**src/rtl/lc3b_cfg.svh**
```systemverilog
`ifndef LC3B_CFG_SVH
`define LC3B_CFG_SVH

// datapath word and address width
`define LC3B_WORD_W 16

// architectural register count
`define LC3B_NREG 8

// first fetch address after reset
`define LC3B_RESET_PC 16'h0000

`endif

```
**src/rtl/lc3b_types.sv**
```systemverilog
`default_nettype none

`include "lc3b_cfg.svh"

package lc3b_types;

    typedef logic [`LC3B_WORD_W-1:0] lc3b_word;
    typedef logic [$clog2(`LC3B_NREG)-1:0] lc3b_reg;
    typedef logic [2:0] lc3b_nzp;                    // n, z, p

    typedef enum logic [3:0] {
        op_br  = 4'b0000,
        op_add = 4'b0001,
        op_and = 4'b0101,
        op_ldr = 4'b0110,
        op_str = 4'b0111,
        op_not = 4'b1001
    } lc3b_opcode;

    typedef enum logic [1:0] {
        alu_add,
        alu_and,
        alu_not,
        alu_pass
    } lc3b_aluop;

    // second ALU operand source
    typedef enum logic [1:0] {
        alumux_reg,
        alumux_sext5,
        alumux_sext6
    } lc3b_alumux;

    typedef enum logic [1:0] {
        fwd_none,
        fwd_mem,
        fwd_wb
    } lc3b_fwd_sel;

    typedef struct packed {
        lc3b_opcode opcode;
        lc3b_aluop aluop;
        lc3b_alumux alumux_sel;
        logic load_regfile;
        logic mem_read;
        logic mem_write;
        logic load_cc;
        logic is_br;
        logic is_nop;
    } lc3b_ctrl_word;

    localparam lc3b_ctrl_word ctrl_nop = '{opcode: op_br, aluop: alu_pass,
                                           alumux_sel: alumux_reg, is_nop: 1'b1,
                                           default: 1'b0};

    // decode -> execute
    typedef struct packed {
        lc3b_ctrl_word ctrl;
        lc3b_word sr1_val;
        lc3b_word sr2_val;
        lc3b_reg sr1;
        lc3b_reg sr2;
        lc3b_reg dest;
        lc3b_word imm5;                              // sext5
        lc3b_word off6;                              // sext6, word scaled
        lc3b_nzp br_nzp;
        lc3b_word br_target;
    } lc3b_ex_payload;

    // execute -> memory
    typedef struct packed {
        lc3b_ctrl_word ctrl;
        lc3b_word alu_result;                        // also the data address
        lc3b_word store_data;
        lc3b_reg dest;
        lc3b_nzp nzp;                                // branch mask or result codes
        lc3b_word br_target;
    } lc3b_mem_payload;

    // memory -> writeback
    typedef struct packed {
        lc3b_ctrl_word ctrl;
        lc3b_word value;
        lc3b_reg dest;
    } lc3b_wb_payload;

endpackage : lc3b_types

`default_nettype wire

```
**src/rtl/stage_reg.sv**
```systemverilog
`timescale 1ns/1ps
`default_nettype none

module stage_reg
#(
    parameter type payload_t = logic,
    parameter payload_t bubble = '0
)
(
    input logic clk,
    input logic reset,
    input logic load,
    input logic flush,
    input payload_t in,
    output payload_t out
);

    always_ff @(posedge clk)
    begin
        if (reset)
            out <= bubble;
        else if (load)
            out <= flush ? bubble : in;            // squashed slot becomes a nop
    end

endmodule : stage_reg

`default_nettype wire

```
**src/rtl/instr_decoder.sv**
```systemverilog
`timescale 1ns/1ps
`default_nettype none

module instr_decoder
(
    input logic clk,
    input logic reset,
    input logic load,
    input logic flush,
    input lc3b_types::lc3b_word instr_rdata,
    output lc3b_types::lc3b_ctrl_word ctrl,
    output lc3b_types::lc3b_reg sr1,
    output lc3b_types::lc3b_reg sr2,
    output lc3b_types::lc3b_reg dest,
    output lc3b_types::lc3b_word ir
);

    import lc3b_types::*;

    lc3b_word ir_q;
    logic imm;

    always_ff @(posedge clk)
    begin
        if (reset)
            ir_q <= '0;
        else if (load)
            ir_q <= flush ? '0 : instr_rdata;     // zero word decodes as nop
    end

    assign ir = ir_q;
    assign imm = ir_q[5];
    assign sr1 = ir_q[8:6];
    assign dest = ir_q[11:9];
    assign sr2 = (ir_q[15:12] == op_str) ? ir_q[11:9] : ir_q[2:0]; // str data reg

    // control rom
    always_comb
    begin
        ctrl = ctrl_nop;
        case (ir_q[15:12])
            op_add, op_and:
            begin
                ctrl.opcode = (ir_q[15:12] == op_add) ? op_add : op_and;
                ctrl.aluop = (ir_q[15:12] == op_add) ? alu_add : alu_and;
                ctrl.alumux_sel = imm ? alumux_sext5 : alumux_reg;
                ctrl.load_regfile = 1'b1;
                ctrl.load_cc = 1'b1;
                ctrl.is_nop = 1'b0;
            end
            op_not:
            begin
                ctrl.opcode = op_not;
                ctrl.aluop = alu_not;
                ctrl.load_regfile = 1'b1;
                ctrl.load_cc = 1'b1;
                ctrl.is_nop = 1'b0;
            end
            op_ldr:
            begin
                ctrl.opcode = op_ldr;
                ctrl.aluop = alu_add;                // base + offset
                ctrl.alumux_sel = alumux_sext6;
                ctrl.mem_read = 1'b1;
                ctrl.load_regfile = 1'b1;
                ctrl.load_cc = 1'b1;
                ctrl.is_nop = 1'b0;
            end
            op_str:
            begin
                ctrl.opcode = op_str;
                ctrl.aluop = alu_add;
                ctrl.alumux_sel = alumux_sext6;
                ctrl.mem_write = 1'b1;
                ctrl.is_nop = 1'b0;
            end
            op_br:
            begin
                ctrl.is_br = 1'b1;
                ctrl.is_nop = (ir_q[11:9] == 3'b000); // never taken
            end
            default:
                ctrl = ctrl_nop;                      // unsupported opcodes
        endcase
    end

endmodule : instr_decoder

`default_nettype wire

```
**src/rtl/regfile.sv**
```systemverilog
`timescale 1ns/1ps
`default_nettype none

`include "lc3b_cfg.svh"

module regfile
(
    input logic clk,
    input logic reset,
    input logic load,
    input lc3b_types::lc3b_reg dest,
    input lc3b_types::lc3b_word in,
    input lc3b_types::lc3b_reg src_a,
    input lc3b_types::lc3b_reg src_b,
    output lc3b_types::lc3b_word reg_a,
    output lc3b_types::lc3b_word reg_b
);

    import lc3b_types::*;

    lc3b_word data [`LC3B_NREG];

    always_ff @(posedge clk)
    begin
        if (reset)
        begin
            for (int i = 0; i < `LC3B_NREG; i++)
                data[i] <= '0;
        end
        else if (load)
            data[dest] <= in;
    end

    // same-cycle writeback goes straight through
    assign reg_a = (load && (dest == src_a)) ? in : data[src_a];
    assign reg_b = (load && (dest == src_b)) ? in : data[src_b];

endmodule : regfile

`default_nettype wire

```
**src/rtl/alu.sv**
```systemverilog
`timescale 1ns/1ps
`default_nettype none

module alu
(
    input lc3b_types::lc3b_aluop aluop,
    input lc3b_types::lc3b_word a,
    input lc3b_types::lc3b_word b,
    output lc3b_types::lc3b_word f,
    output lc3b_types::lc3b_nzp nzp
);

    import lc3b_types::*;

    always_comb
    begin
        case (aluop)
            alu_add: f = a + b;
            alu_and: f = a & b;
            alu_not: f = ~a;
            default: f = a;                          // pass
        endcase
    end

    // condition codes of the result
    assign nzp = {f[$bits(lc3b_word)-1], (f == '0), (!f[$bits(lc3b_word)-1] && (f != '0))};

endmodule : alu

`default_nettype wire

```
**src/rtl/hazard_unit.sv**
```systemverilog
`timescale 1ns/1ps
`default_nettype none

module hazard_unit
(
    input lc3b_types::lc3b_reg dec_sr1,
    input lc3b_types::lc3b_reg dec_sr2,
    input lc3b_types::lc3b_ctrl_word dec_ctrl,
    input lc3b_types::lc3b_ex_payload ex,
    input lc3b_types::lc3b_mem_payload mem,
    input lc3b_types::lc3b_wb_payload wb,
    output logic bubble,
    output lc3b_types::lc3b_fwd_sel fwd_a,
    output lc3b_types::lc3b_fwd_sel fwd_b
);

    import lc3b_types::*;

    logic use_sr1;
    logic use_sr2;
    logic ld_hit;

    // younger memory stage wins over writeback
    function automatic lc3b_fwd_sel pick(input lc3b_reg src);
        if (mem.ctrl.load_regfile && !mem.ctrl.is_nop && (mem.dest == src))
            return fwd_mem;
        else if (wb.ctrl.load_regfile && !wb.ctrl.is_nop && (wb.dest == src))
            return fwd_wb;
        else
            return fwd_none;
    endfunction

    always_comb
    begin
        use_sr1 = !dec_ctrl.is_nop && !dec_ctrl.is_br;
        use_sr2 = !dec_ctrl.is_nop && !dec_ctrl.is_br
                  && (dec_ctrl.mem_write
                      || ((dec_ctrl.alumux_sel == alumux_reg) && (dec_ctrl.aluop != alu_not)));
        ld_hit = !ex.ctrl.is_nop && (ex.ctrl.opcode == op_ldr);

        // load data only exists after the memory stage
        bubble = ld_hit && ((use_sr1 && (ex.dest == dec_sr1))
                            || (use_sr2 && (ex.dest == dec_sr2)));

        fwd_a = pick(ex.sr1);
        fwd_b = pick(ex.sr2);                        // alu operand and store data
    end

endmodule : hazard_unit

`default_nettype wire

```
**src/rtl/datapath.sv**
```systemverilog
`timescale 1ns/1ps
`default_nettype none

`include "lc3b_cfg.svh"

module datapath
(
    input logic clk,
    input logic reset,
    output logic instr_read,
    output lc3b_types::lc3b_word instr_address,
    input lc3b_types::lc3b_word instr_rdata,
    input logic i_mem_resp,
    output logic mem_read,
    output logic mem_write,
    output lc3b_types::lc3b_word mem_address,
    output lc3b_types::lc3b_word mem_wdata,
    input lc3b_types::lc3b_word mem_rdata,
    input logic d_mem_resp
);

    import lc3b_types::*;

    localparam lc3b_ex_payload ex_bubble = '{ctrl: ctrl_nop, default: '0};
    localparam lc3b_mem_payload mem_bubble = '{ctrl: ctrl_nop, default: '0};
    localparam lc3b_wb_payload wb_bubble = '{ctrl: ctrl_nop, default: '0};

    logic fetch_on;
    logic stage_load;
    logic bubble;
    logic flush;
    lc3b_word pc;
    lc3b_nzp cc;
    lc3b_word ir;
    lc3b_ctrl_word dec_ctrl;
    lc3b_reg dec_sr1;
    lc3b_reg dec_sr2;
    lc3b_reg dec_dest;
    lc3b_word reg_a;
    lc3b_word reg_b;
    lc3b_ex_payload ex_in;
    lc3b_ex_payload ex;
    lc3b_mem_payload mem_in;
    lc3b_mem_payload mem;
    lc3b_wb_payload wb_in;
    lc3b_wb_payload wb;
    lc3b_fwd_sel fwd_a;
    lc3b_fwd_sel fwd_b;
    lc3b_word opnd_a;
    lc3b_word opnd_b;
    lc3b_word alu_b;
    lc3b_word alu_f;
    lc3b_nzp alu_nzp;
    lc3b_word ld_data;
    lc3b_nzp ld_nzp;

    always_ff @(posedge clk)
    begin
        if (reset)
            fetch_on <= 1'b0;
        else
            fetch_on <= 1'b1;
    end

    // both ports must answer before anything moves
    assign stage_load = fetch_on && i_mem_resp
                        && (d_mem_resp || !(mem.ctrl.mem_read || mem.ctrl.mem_write));
    assign flush = mem.ctrl.is_br && (|(mem.nzp & cc)); // taken branch
    assign instr_read = fetch_on;
    assign instr_address = pc;

    always_ff @(posedge clk)
    begin
        if (reset)
            pc <= `LC3B_RESET_PC;
        else if (stage_load && flush)
            pc <= mem.br_target;
        else if (stage_load && !bubble)
            pc <= pc + lc3b_word'(2);
    end

    instr_decoder instr_decoder_inst
    (
        .clk(clk),
        .reset(reset),
        .load(stage_load && (!bubble || flush)),
        .flush(flush),
        .instr_rdata(instr_rdata),
        .ctrl(dec_ctrl),
        .sr1(dec_sr1),
        .sr2(dec_sr2),
        .dest(dec_dest),
        .ir(ir)
    );

    regfile regfile_inst
    (
        .clk(clk),
        .reset(reset),
        .load(wb.ctrl.load_regfile),
        .dest(wb.dest),
        .in(wb.value),
        .src_a(dec_sr1),
        .src_b(dec_sr2),
        .reg_a(reg_a),
        .reg_b(reg_b)
    );

    hazard_unit hazard_unit_inst
    (
        .dec_sr1(dec_sr1),
        .dec_sr2(dec_sr2),
        .dec_ctrl(dec_ctrl),
        .ex(ex),
        .mem(mem),
        .wb(wb),
        .bubble(bubble),
        .fwd_a(fwd_a),
        .fwd_b(fwd_b)
    );

    always_comb
    begin
        ex_in.ctrl = dec_ctrl;
        ex_in.sr1_val = reg_a;
        ex_in.sr2_val = reg_b;
        ex_in.sr1 = dec_sr1;
        ex_in.sr2 = dec_sr2;
        ex_in.dest = dec_dest;
        ex_in.imm5 = lc3b_word'($signed(ir[4:0]));
        ex_in.off6 = lc3b_word'($signed(ir[5:0])) << 1;
        ex_in.br_nzp = ir[11:9];
        ex_in.br_target = pc + (lc3b_word'($signed(ir[8:0])) << 1); // pc already +2
    end

    stage_reg #(.payload_t(lc3b_ex_payload), .bubble(ex_bubble)) ex_stage
    (
        .clk(clk),
        .reset(reset),
        .load(stage_load),
        .flush(flush || bubble),                     // load-use slot gets a nop
        .in(ex_in),
        .out(ex)
    );

    always_comb
    begin
        case (fwd_a)
            fwd_mem: opnd_a = mem.alu_result;
            fwd_wb: opnd_a = wb.value;
            default: opnd_a = ex.sr1_val;
        endcase
        case (fwd_b)
            fwd_mem: opnd_b = mem.alu_result;
            fwd_wb: opnd_b = wb.value;
            default: opnd_b = ex.sr2_val;
        endcase
        case (ex.ctrl.alumux_sel)
            alumux_sext5: alu_b = ex.imm5;
            alumux_sext6: alu_b = ex.off6;
            default: alu_b = opnd_b;
        endcase
    end

    alu alu_inst
    (
        .aluop(ex.ctrl.aluop),
        .a(opnd_a),
        .b(alu_b),
        .f(alu_f),
        .nzp(alu_nzp)
    );

    always_comb
    begin
        mem_in.ctrl = ex.ctrl;
        mem_in.alu_result = alu_f;
        mem_in.store_data = opnd_b;
        mem_in.dest = ex.dest;
        mem_in.nzp = ex.ctrl.is_br ? ex.br_nzp : alu_nzp;
        mem_in.br_target = ex.br_target;
    end

    stage_reg #(.payload_t(lc3b_mem_payload), .bubble(mem_bubble)) mem_stage
    (
        .clk(clk),
        .reset(reset),
        .load(stage_load),
        .flush(flush),
        .in(mem_in),
        .out(mem)
    );

    assign mem_read = mem.ctrl.mem_read;
    assign mem_write = mem.ctrl.mem_write;
    assign mem_address = mem.alu_result;
    assign mem_wdata = mem.store_data;

    // condition codes for loaded data
    alu ld_gencc
    (
        .aluop(alu_pass),
        .a(mem_rdata),
        .b('0),
        .f(ld_data),
        .nzp(ld_nzp)
    );

    always_ff @(posedge clk)
    begin
        if (reset)
            cc <= 3'b010;
        else if (stage_load && mem.ctrl.load_cc)
            cc <= mem.ctrl.mem_read ? ld_nzp : mem.nzp;
    end

    always_comb
    begin
        wb_in.ctrl = mem.ctrl;
        wb_in.value = mem.ctrl.mem_read ? ld_data : mem.alu_result;
        wb_in.dest = mem.dest;
    end

    stage_reg #(.payload_t(lc3b_wb_payload), .bubble(wb_bubble)) wb_stage
    (
        .clk(clk),
        .reset(reset),
        .load(stage_load),
        .flush(1'b0),                                // branch itself retires
        .in(wb_in),
        .out(wb)
    );

endmodule : datapath

`default_nettype wire

```
**src/rtl/lc3b_core.sv**
```systemverilog
`timescale 1ns/1ps
`default_nettype none

module lc3b_core
(
    input logic clk,
    input logic reset,
    output logic instr_read,
    output lc3b_types::lc3b_word instr_address,
    input lc3b_types::lc3b_word instr_rdata,
    input logic i_mem_resp,
    output logic mem_read,
    output logic mem_write,
    output lc3b_types::lc3b_word mem_address,
    output lc3b_types::lc3b_word mem_wdata,
    input lc3b_types::lc3b_word mem_rdata,
    input logic d_mem_resp
);

    datapath datapath_inst
    (
        .clk(clk),
        .reset(reset),
        .instr_read(instr_read),
        .instr_address(instr_address),
        .instr_rdata(instr_rdata),
        .i_mem_resp(i_mem_resp),
        .mem_read(mem_read),
        .mem_write(mem_write),
        .mem_address(mem_address),
        .mem_wdata(mem_wdata),
        .mem_rdata(mem_rdata),
        .d_mem_resp(d_mem_resp)
    );

endmodule : lc3b_core

`default_nettype wire

```
**config.mk**
```make
export PLATFORM = sky130hd
export DESIGN_NAME = lc3b_core
export DESIGN_NICKNAME = d
export VERILOG_FILES = /design/src/rtl/lc3b_types.sv /design/src/rtl/stage_reg.sv /design/src/rtl/instr_decoder.sv /design/src/rtl/regfile.sv /design/src/rtl/alu.sv /design/src/rtl/hazard_unit.sv /design/src/rtl/datapath.sv /design/src/rtl/lc3b_core.sv
export VERILOG_INCLUDE_DIRS = /design/src /design/src/rtl
export SDC_FILE = /design/constraint.sdc
export NUM_CORES = 1
export LEC_CHECK = 0
export ABC_AREA = 1
export CAP_MARGIN = 15
export CELL_PAD_IN_SITES_DETAIL_PLACEMENT = 0
export CELL_PAD_IN_SITES_GLOBAL_PLACEMENT = 2
export CORE_AREA = 5 5 213 215
export CTS_BUF_LIST = sky130_fd_sc_hd__clkbuf_2 sky130_fd_sc_hd__clkbuf_4 sky130_fd_sc_hd__clkbuf_8
export DETAILED_ROUTE_END_ITERATION = 8
export DIE_AREA = 0 0 218 220
export DONT_BUFFER_PORTS = 1
export PLACE_DENSITY_LB_ADDON = 0.1
export SYNTH_ARGS = -nofsm -noshare
export SYNTH_HDL_FRONTEND = slang
export SYNTH_SLANG_ARGS = --single-unit
```
**constraint.sdc**
```tcl
create_clock -name clk -period 7.8 [get_ports clk]
set_input_delay 0.78 -clock clk [delete_from_list [all_inputs] [get_ports clk]]
set_output_delay 0.78 -clock clk [all_outputs]
set_load 0.005 [all_outputs]
```
Word-level counts from Yosys, hierarchy flattened. Memory sizes are Yosys's and may differ from the RTL's. A register that Yosys moved wholly into a read port is not among the register bits. Index checks and enable logic that the tools add are counted.

Equal/unequal tests: 23. $add $sub $neg: 3. Reductions and logical operators: 54. Mux-type cells: 40. Bitwise operators: 3.

Operators by type and width (count): $mux 16 (7); $mux 106 (1); $pmux 16 s2 (3); $mux 60 (1); $pmux 16 s3 (1); $add 16x16->16 (2); $logic_not 16->1 (2); $reduce_bool 16->1 (2); $eq 3x3->1 (8); $logic_and 1x1->1 (24); $pmux 6 s4 (1); $mux 3 (7); $add 16x2->16 const B (1); $and 16x16->16 (1); $eq 4x3->1 const B (4); $not 16->16 (1); $reduce_or 16->1 (1); $mux 1 (13); $logic_not 1->1 (9); $eq 2x1->1 const B (4); $eq 2x2->1 const B (4); $mux 2 (4); $logic_or 1x1->1 (6); $reduce_or 5->1 (1); 13 further kinds (15).

Bits in writable memories: 128. Memories: 1. Output and inout bits: 51. Register bits: 223. Input bits: 36. Word-level logic and storage cells: 161.

Memory list: datapath_inst.regfile_inst.data (words 8, bits a word 16, read ports 2, clocked after memory_dff 1, wr ports 8, line regfile.sv:21) `` lc3b_word data [`LC3B_NREG]; ``.

Logic depth before layout (Yosys ltp).
Depth after elaboration: 15. Gate-level depth with buffers: 31. Mapped depth without buffers: 30.

Cells and area by module. Synthesis repeated with hierarchy kept, for this count alone.

Cells, all modules: 3352. Area total of the unflattened synthesis: 23055.9 um^2.

By module, submodules not included: regfile (sequential area each 3843.7 um^2, instances 1, cells each 1057, area an instance 7717.4 um^2); stage_reg (datapath_inst.ex_stage) (sequential area each 2122.0 um^2, instances 1, cells each 473, area an instance 4017.6 um^2); datapath (sequential area each 400.4 um^2, instances 1, cells each 584, area an instance 3289.4 um^2); alu (sequential area each 0.0 um^2, instances 2, cells each 299, area an instance 1457.6 um^2); stage_reg (datapath_inst.mem_stage) (sequential area each 1361.3 um^2, instances 1, cells each 304, area an instance 2501.1 um^2); stage_reg (datapath_inst.wb_stage) (sequential area each 660.6 um^2, instances 1, cells each 148, area an instance 1390.1 um^2); instr_decoder (sequential area each 320.3 um^2, instances 1, cells each 123, area an instance 900.9 um^2); hazard_unit (sequential area each 0.0 um^2, instances 1, cells each 65, area an instance 324.1 um^2).

Least setup slack after synthesis. No wires, ideal clock.

Kind: reg2reg. Start: register datapath_inst.mem_stage.out[20] (netlist name). End: register datapath_inst.mem_stage.out[17] (netlist name). Data required time: 7.730 ns. Path slack: 4.147 ns. Library setup time: 0.070 ns. Path buffers: 1. Clock period less this slack: 3.653 ns. Cell stages (with the launch flop): 30. Arrival time: 3.582 ns. Path through: dfxtp_1 -> or2_2 -> a221oi_1 -> nand2_1 -> inv_1 -> nor2_1 -> inv_1 -> buf_2 -> o22ai_1 -> a21oi_1 -> nand2_1 -> nand2_1 -> ha_1 -> inv_1 -> fa_1 -> inv_1 -> nand3_1 -> nand3_1 -> nand3_1 -> nand3_1 -> nand2_1 -> nand3_1 -> nand3_1 -> nand2_1 -> nand2_1 -> nor2_1 -> nand2_1 -> o21ai_1 -> nand2_1 -> a21oi_1.

Longest elaborated chain between the ends: 11. Elaborated cells between the ends (all ways): 20. Those cells by class: add/sub (1); eq/ne (6); mux (8); bitwise (2); reduce/logical (3).

RTL lines: from (decl) (line stage_reg.sv:15) `output payload_t out`; from (signal assigned) (line stage_reg.sv:21) `out <= bubble;`; from (signal assigned) (line stage_reg.sv:23) `out <= flush ? bubble : in;`; $eq 3x3->1 (line hazard_unit.sv:25) `if (mem.ctrl.load_regfile && !mem.ctrl.is_nop && (mem.dest == src))`; $logic_and 1x1->1 (line hazard_unit.sv:25); $mux 2 (line hazard_unit.sv:25); $eq 2x2->1 or $eq 2x1->1 (tied branches) (line datapath.sv:153) `case (fwd_b)`; $pmux 16 s2 (line datapath.sv:153); $pmux 16 s2 (line datapath.sv:158) `case (ex.ctrl.alumux_sel)`; $add 16x16->16 or $and 16x16->16 (tied branches) (line alu.sv:18, alu.sv:19); $pmux 16 s3 (*) (line alu.sv:17) `case (aluop)`; $logic_not 16->1 (*) (line alu.sv:26) `assign nzp = {f[$bits(lc3b_word)-1], (f == '0), (!f[$bits(lc3b_word)-1] && (f != '0))};`; $mux 3 (*) (line datapath.sv:180) `mem_in.nzp = ex.ctrl.is_br ? ex.br_nzp : alu_nzp;`; $mux 60 (*) (line stage_reg.sv:23).

Mark *: on every way between the ends. The rest lies on a longest branch, timed or not. A chain may end at the register's enable or synchronous reset.

Final worst setup path.
Start: register datapath_inst.mem_stage.out[20] (netlist name). End: register datapath_inst.mem_stage.out[16] (netlist name).

Longest elaborated chain between the ends: 12. Elaborated cells between the ends (all ways): 22. Those cells by class: add/sub (1); eq/ne (6); mux (8); bitwise (2); reduce/logical (5).

RTL lines (line): $eq 3x3->1 (hazard_unit.sv:25); $logic_and 1x1->1 (hazard_unit.sv:25); $mux 2 (hazard_unit.sv:25); $eq 2x2->1 or $eq 2x1->1 (tied branches) (datapath.sv:153); $pmux 16 s2 (datapath.sv:153); $pmux 16 s2 (datapath.sv:158); $add 16x16->16 or $and 16x16->16 (tied branches) (alu.sv:18, alu.sv:19); $pmux 16 s3 (*) (alu.sv:17); $reduce_bool 16->1 or $logic_not 1->1 (tied branches) (alu.sv:26); $logic_and 1x1->1 (*) (alu.sv:26); $mux 3 (*) (datapath.sv:180); $mux 60 (*) (stage_reg.sv:23).

Marked as above.

==> out/results.ini <==
[pwr]
intPower_mw=2.962
ir_drop_mv=0.1350
switchingPower_mw=1.114
switching_share=0.2733
p_comb_frac=0.103
p_seq_frac=0.461
p_leak_nw=7.358
p_clk_frac=0.435
p_per_area_nw_per_um2=211.7

[logic_synthesis]
syn_nets=2523
yosysSeqAreaShare=0.4339
synth_flop_cell=dfxtp_1
synth.distinct_cells=50
ys_seq_elements=323
syn_avg_cell_area_sq_um=7.282
ys.warnings.count=0
syn-cell-area_sq_um=17860
async_flop_share=0
synthCells=2452
synth-edff-count=128

[die]
start_util=0.4100
die_w_microns=218
rows=77
die_height_microns=220
coreArea_sq_um=43550
ios=87
dieArea_sq_um=47960

[layout]
multi_input_area_sq_um=8690
drive_gt1_frac=0.06492
fin_nets=2424
layout_common_cells=nand2_1, a21oi_1, nor2_1, dfxtp_1, nand3_1
final_util=0.4422
n_antenna_cell=0
seq_area_sq_um=7749
final_common_cell=nand2_1
fillers=4553
syn_to_final_growth_pct=7.834

[route]
routed.top_layer=met4
wl_met2_microns=30930
wl_met1_microns=28770
drt-initial-drc-count=1512
wl_per_cell_microns=21.97
antenna_left=0
viasPerCell=5.709
drc=0
dr_total_vias=17100
route.met3.wl_microns=3921
wl_microns=65800
first_pass_iters=6

[clock_network]
post_cts_buffers=0
cts_root_buffer=clkbuf_8
clk_latency_ns=0.66
cts_tree=done
post_cts_resized=0
clock-sinks=323
clk_pin_slew_ns=0.06
clock_path_buffers=3
cts-buffers-inserted=58
hold_buffers=0
cts_max_level=2

[setup_path]
critPathLaunchType=register
critPathRequiredTime_ns=8.34
worst_setup_path_end_kind=register
crit_top_cell=nand2_1
r2r_slack_ns=2.71
rr_worst_depth=29
crit_slowest_cell=nand2_1
cp_slowest_stage_delay_ns=0.45
r2r-start=datapath_inst.mem_stage.out[20]
crit_type=reg -> reg
cp.arrival_ns=5.63
cp_max_fo=15
r2r_end=datapath_inst.mem_stage.out[16]

[place]
io_buffers=0
place_congestion=0.8801
place_hpwl_microns=44230

[timing]
rsz0062_at_grt=false
tightest_slew_ns=1.139
fin_crit_sh=0.6520
max_freq_mhz=196.6
maxSlewHeadroom=0.2409
drv_slew=0
hold_viol=0
finalSetupViolCount=0
fin_setup_tns_ns=0
clock_skew_ns=0.02870
min_period_ns=5.086

[min_path]
hp-start=reset
holdPathEnd=datapath_inst.instr_decoder_inst.ir[5]
min_path_type=in -> reg
whs_path_depth=1

[global_routing]
grt_pass1_vias=16410
grt_overflow=0
grt_pass1_wl_microns=100000
grt_usage=0.2680
antenna_found_initial=0
grt_max_degree=132

[outcome]
outcome=completed

[job]
cap_violations=0

## synth_stat cells, drive strengths merged, types with 16 or more instances
| cell type | n | area share |
|---|---|---|
| inv | 143 | 0.030 |
| nor2 | 217 | 0.046 |
| clkinv | 16 | 0.0034 |
| ha | 33 | 0.023 |
| dfxtp | 195 | 0.22 |
| buf | 75 | 0.026 |
| nand3 | 172 | 0.048 |
| o21ai | 146 | 0.042 |
| o211ai | 19 | 0.0080 |
| nand4 | 31 | 0.012 |
| edfxtp | 128 | 0.22 |
| a21oi | 314 | 0.088 |
| nand2 | 697 | 0.15 |
| a221oi | 23 | 0.011 |
| clkbuf | 105 | 0.022 |
## per-layer routing
| layer | up-vias | GRT usage |
|---|---|---|
| met5 | - | 0 |
| met2 | 602 | 0.4451 |
| met4 | 0 | 0.09734 |
| met3 | 115 | 0.03668 |
| met1 | 8265 | 0.3590 |
| li1 | 8116 | - |
## worst max-delay path by stage
stage | from | endpoint | slack, ns
after floorplan | datapath_inst.mem_stage.out[20] | datapath_inst.mem_stage.out[17] | 4.15
after global placement | datapath_inst.mem_stage.out[20] | datapath_inst.mem_stage.out[16] | 2.77
after detailed placement | datapath_inst.wb_stage.out[1] | datapath_inst.mem_stage.out[17] | 2.81
after CTS | datapath_inst.wb_stage.out[1] | datapath_inst.mem_stage.out[17] | 2.74
after global routing | datapath_inst.mem_stage.out[20] | datapath_inst.mem_stage.out[16] | 2.22
final | datapath_inst.mem_stage.out[20] | datapath_inst.mem_stage.out[16] | 2.71
## area by class of cell
type	count	area share
multi-input combinational	1790	0.4513
sequential	323	0.4024
clock buffer	94	0.06102
tap	592	0.03847
inverter	159	0.03113
timing repair buffer	21	0.008578
clock inverter	16	0.007083
## sequential cells by signal, indices dropped and copies added (netlist names), named ones only
| signal | flops |
|---|---|
| datapath_inst.wb_stage.out | 21 |
| datapath_inst.instr_decoder_inst.ir | 16 |
| datapath_inst.mem_stage.out | 59 |
| datapath_inst.instr_address | 16 |
| datapath_inst.cc | 3 |
| datapath_inst.instr_read | 1 |
| datapath_inst.ex_stage.out | 76 |
| datapath_inst.regfile_inst.data | 128 |
## power groups by stage
stage	clock, mW	sequential [mW]	combinational (mW)
2_1_floorplan	0	1.88	0.314
3_3_place_gp	0	1.92	0.418
3_5_place_dp	0	1.92	0.419
4_1_cts	1.81	1.88	0.421
5_1_grt	1.89	1.89	0.469
6_report	1.77	1.88	0.421
## worst max-delay path, delay by kind of cell, from the launching register on
family	cells	cell delay (ns)
AO/OA/AOI/OAI	5	0.71
flip-flops	1	0.35
buffers and inverters	5	0.98
adder cells (fa/ha/maj)	2	0.63
AND/OR/NAND/NOR	17	2.31
## metrics by stage
step / instance area [sq um] / setup WS [ns] / hold WS, ns / instances / power, mW
after detailed placement: 17930 / 2.813 / 0.4445 / 2884 / 2.335
after global routing: 19250 / 2.217 / 0.1544 / 2995 / 4.245
after floorplan: 17860 / 4.147 / 0.4299 / 2452 / 2.199
after CTS: 19240 / 2.740 / 0.1383 / 2994 / 4.111
final: 19250 / 2.714 / 0.1982 / 2995 / 4.076
after global placement: 17920 / 2.769 / 0.4419 / 2883 / 2.334
## kinds of logic (layout without fill, tap and decap cells)
kind of cell / Yosys count / in the layout / share of synthesized area
adder cells (fa/ha/maj): 35 / 35 / 0.02537
AND/OR/NAND/NOR: 1151 / 1151 / 0.2645
XOR/XNOR: 21 / 21 / 0.01030
AO/OA/AOI/OAI: 583 / 583 / 0.1846
buffers and inverters: 339 / 290 / 0.08128
flip-flops: 323 / 323 / 0.4339
(Power assumes the default switching activity.)
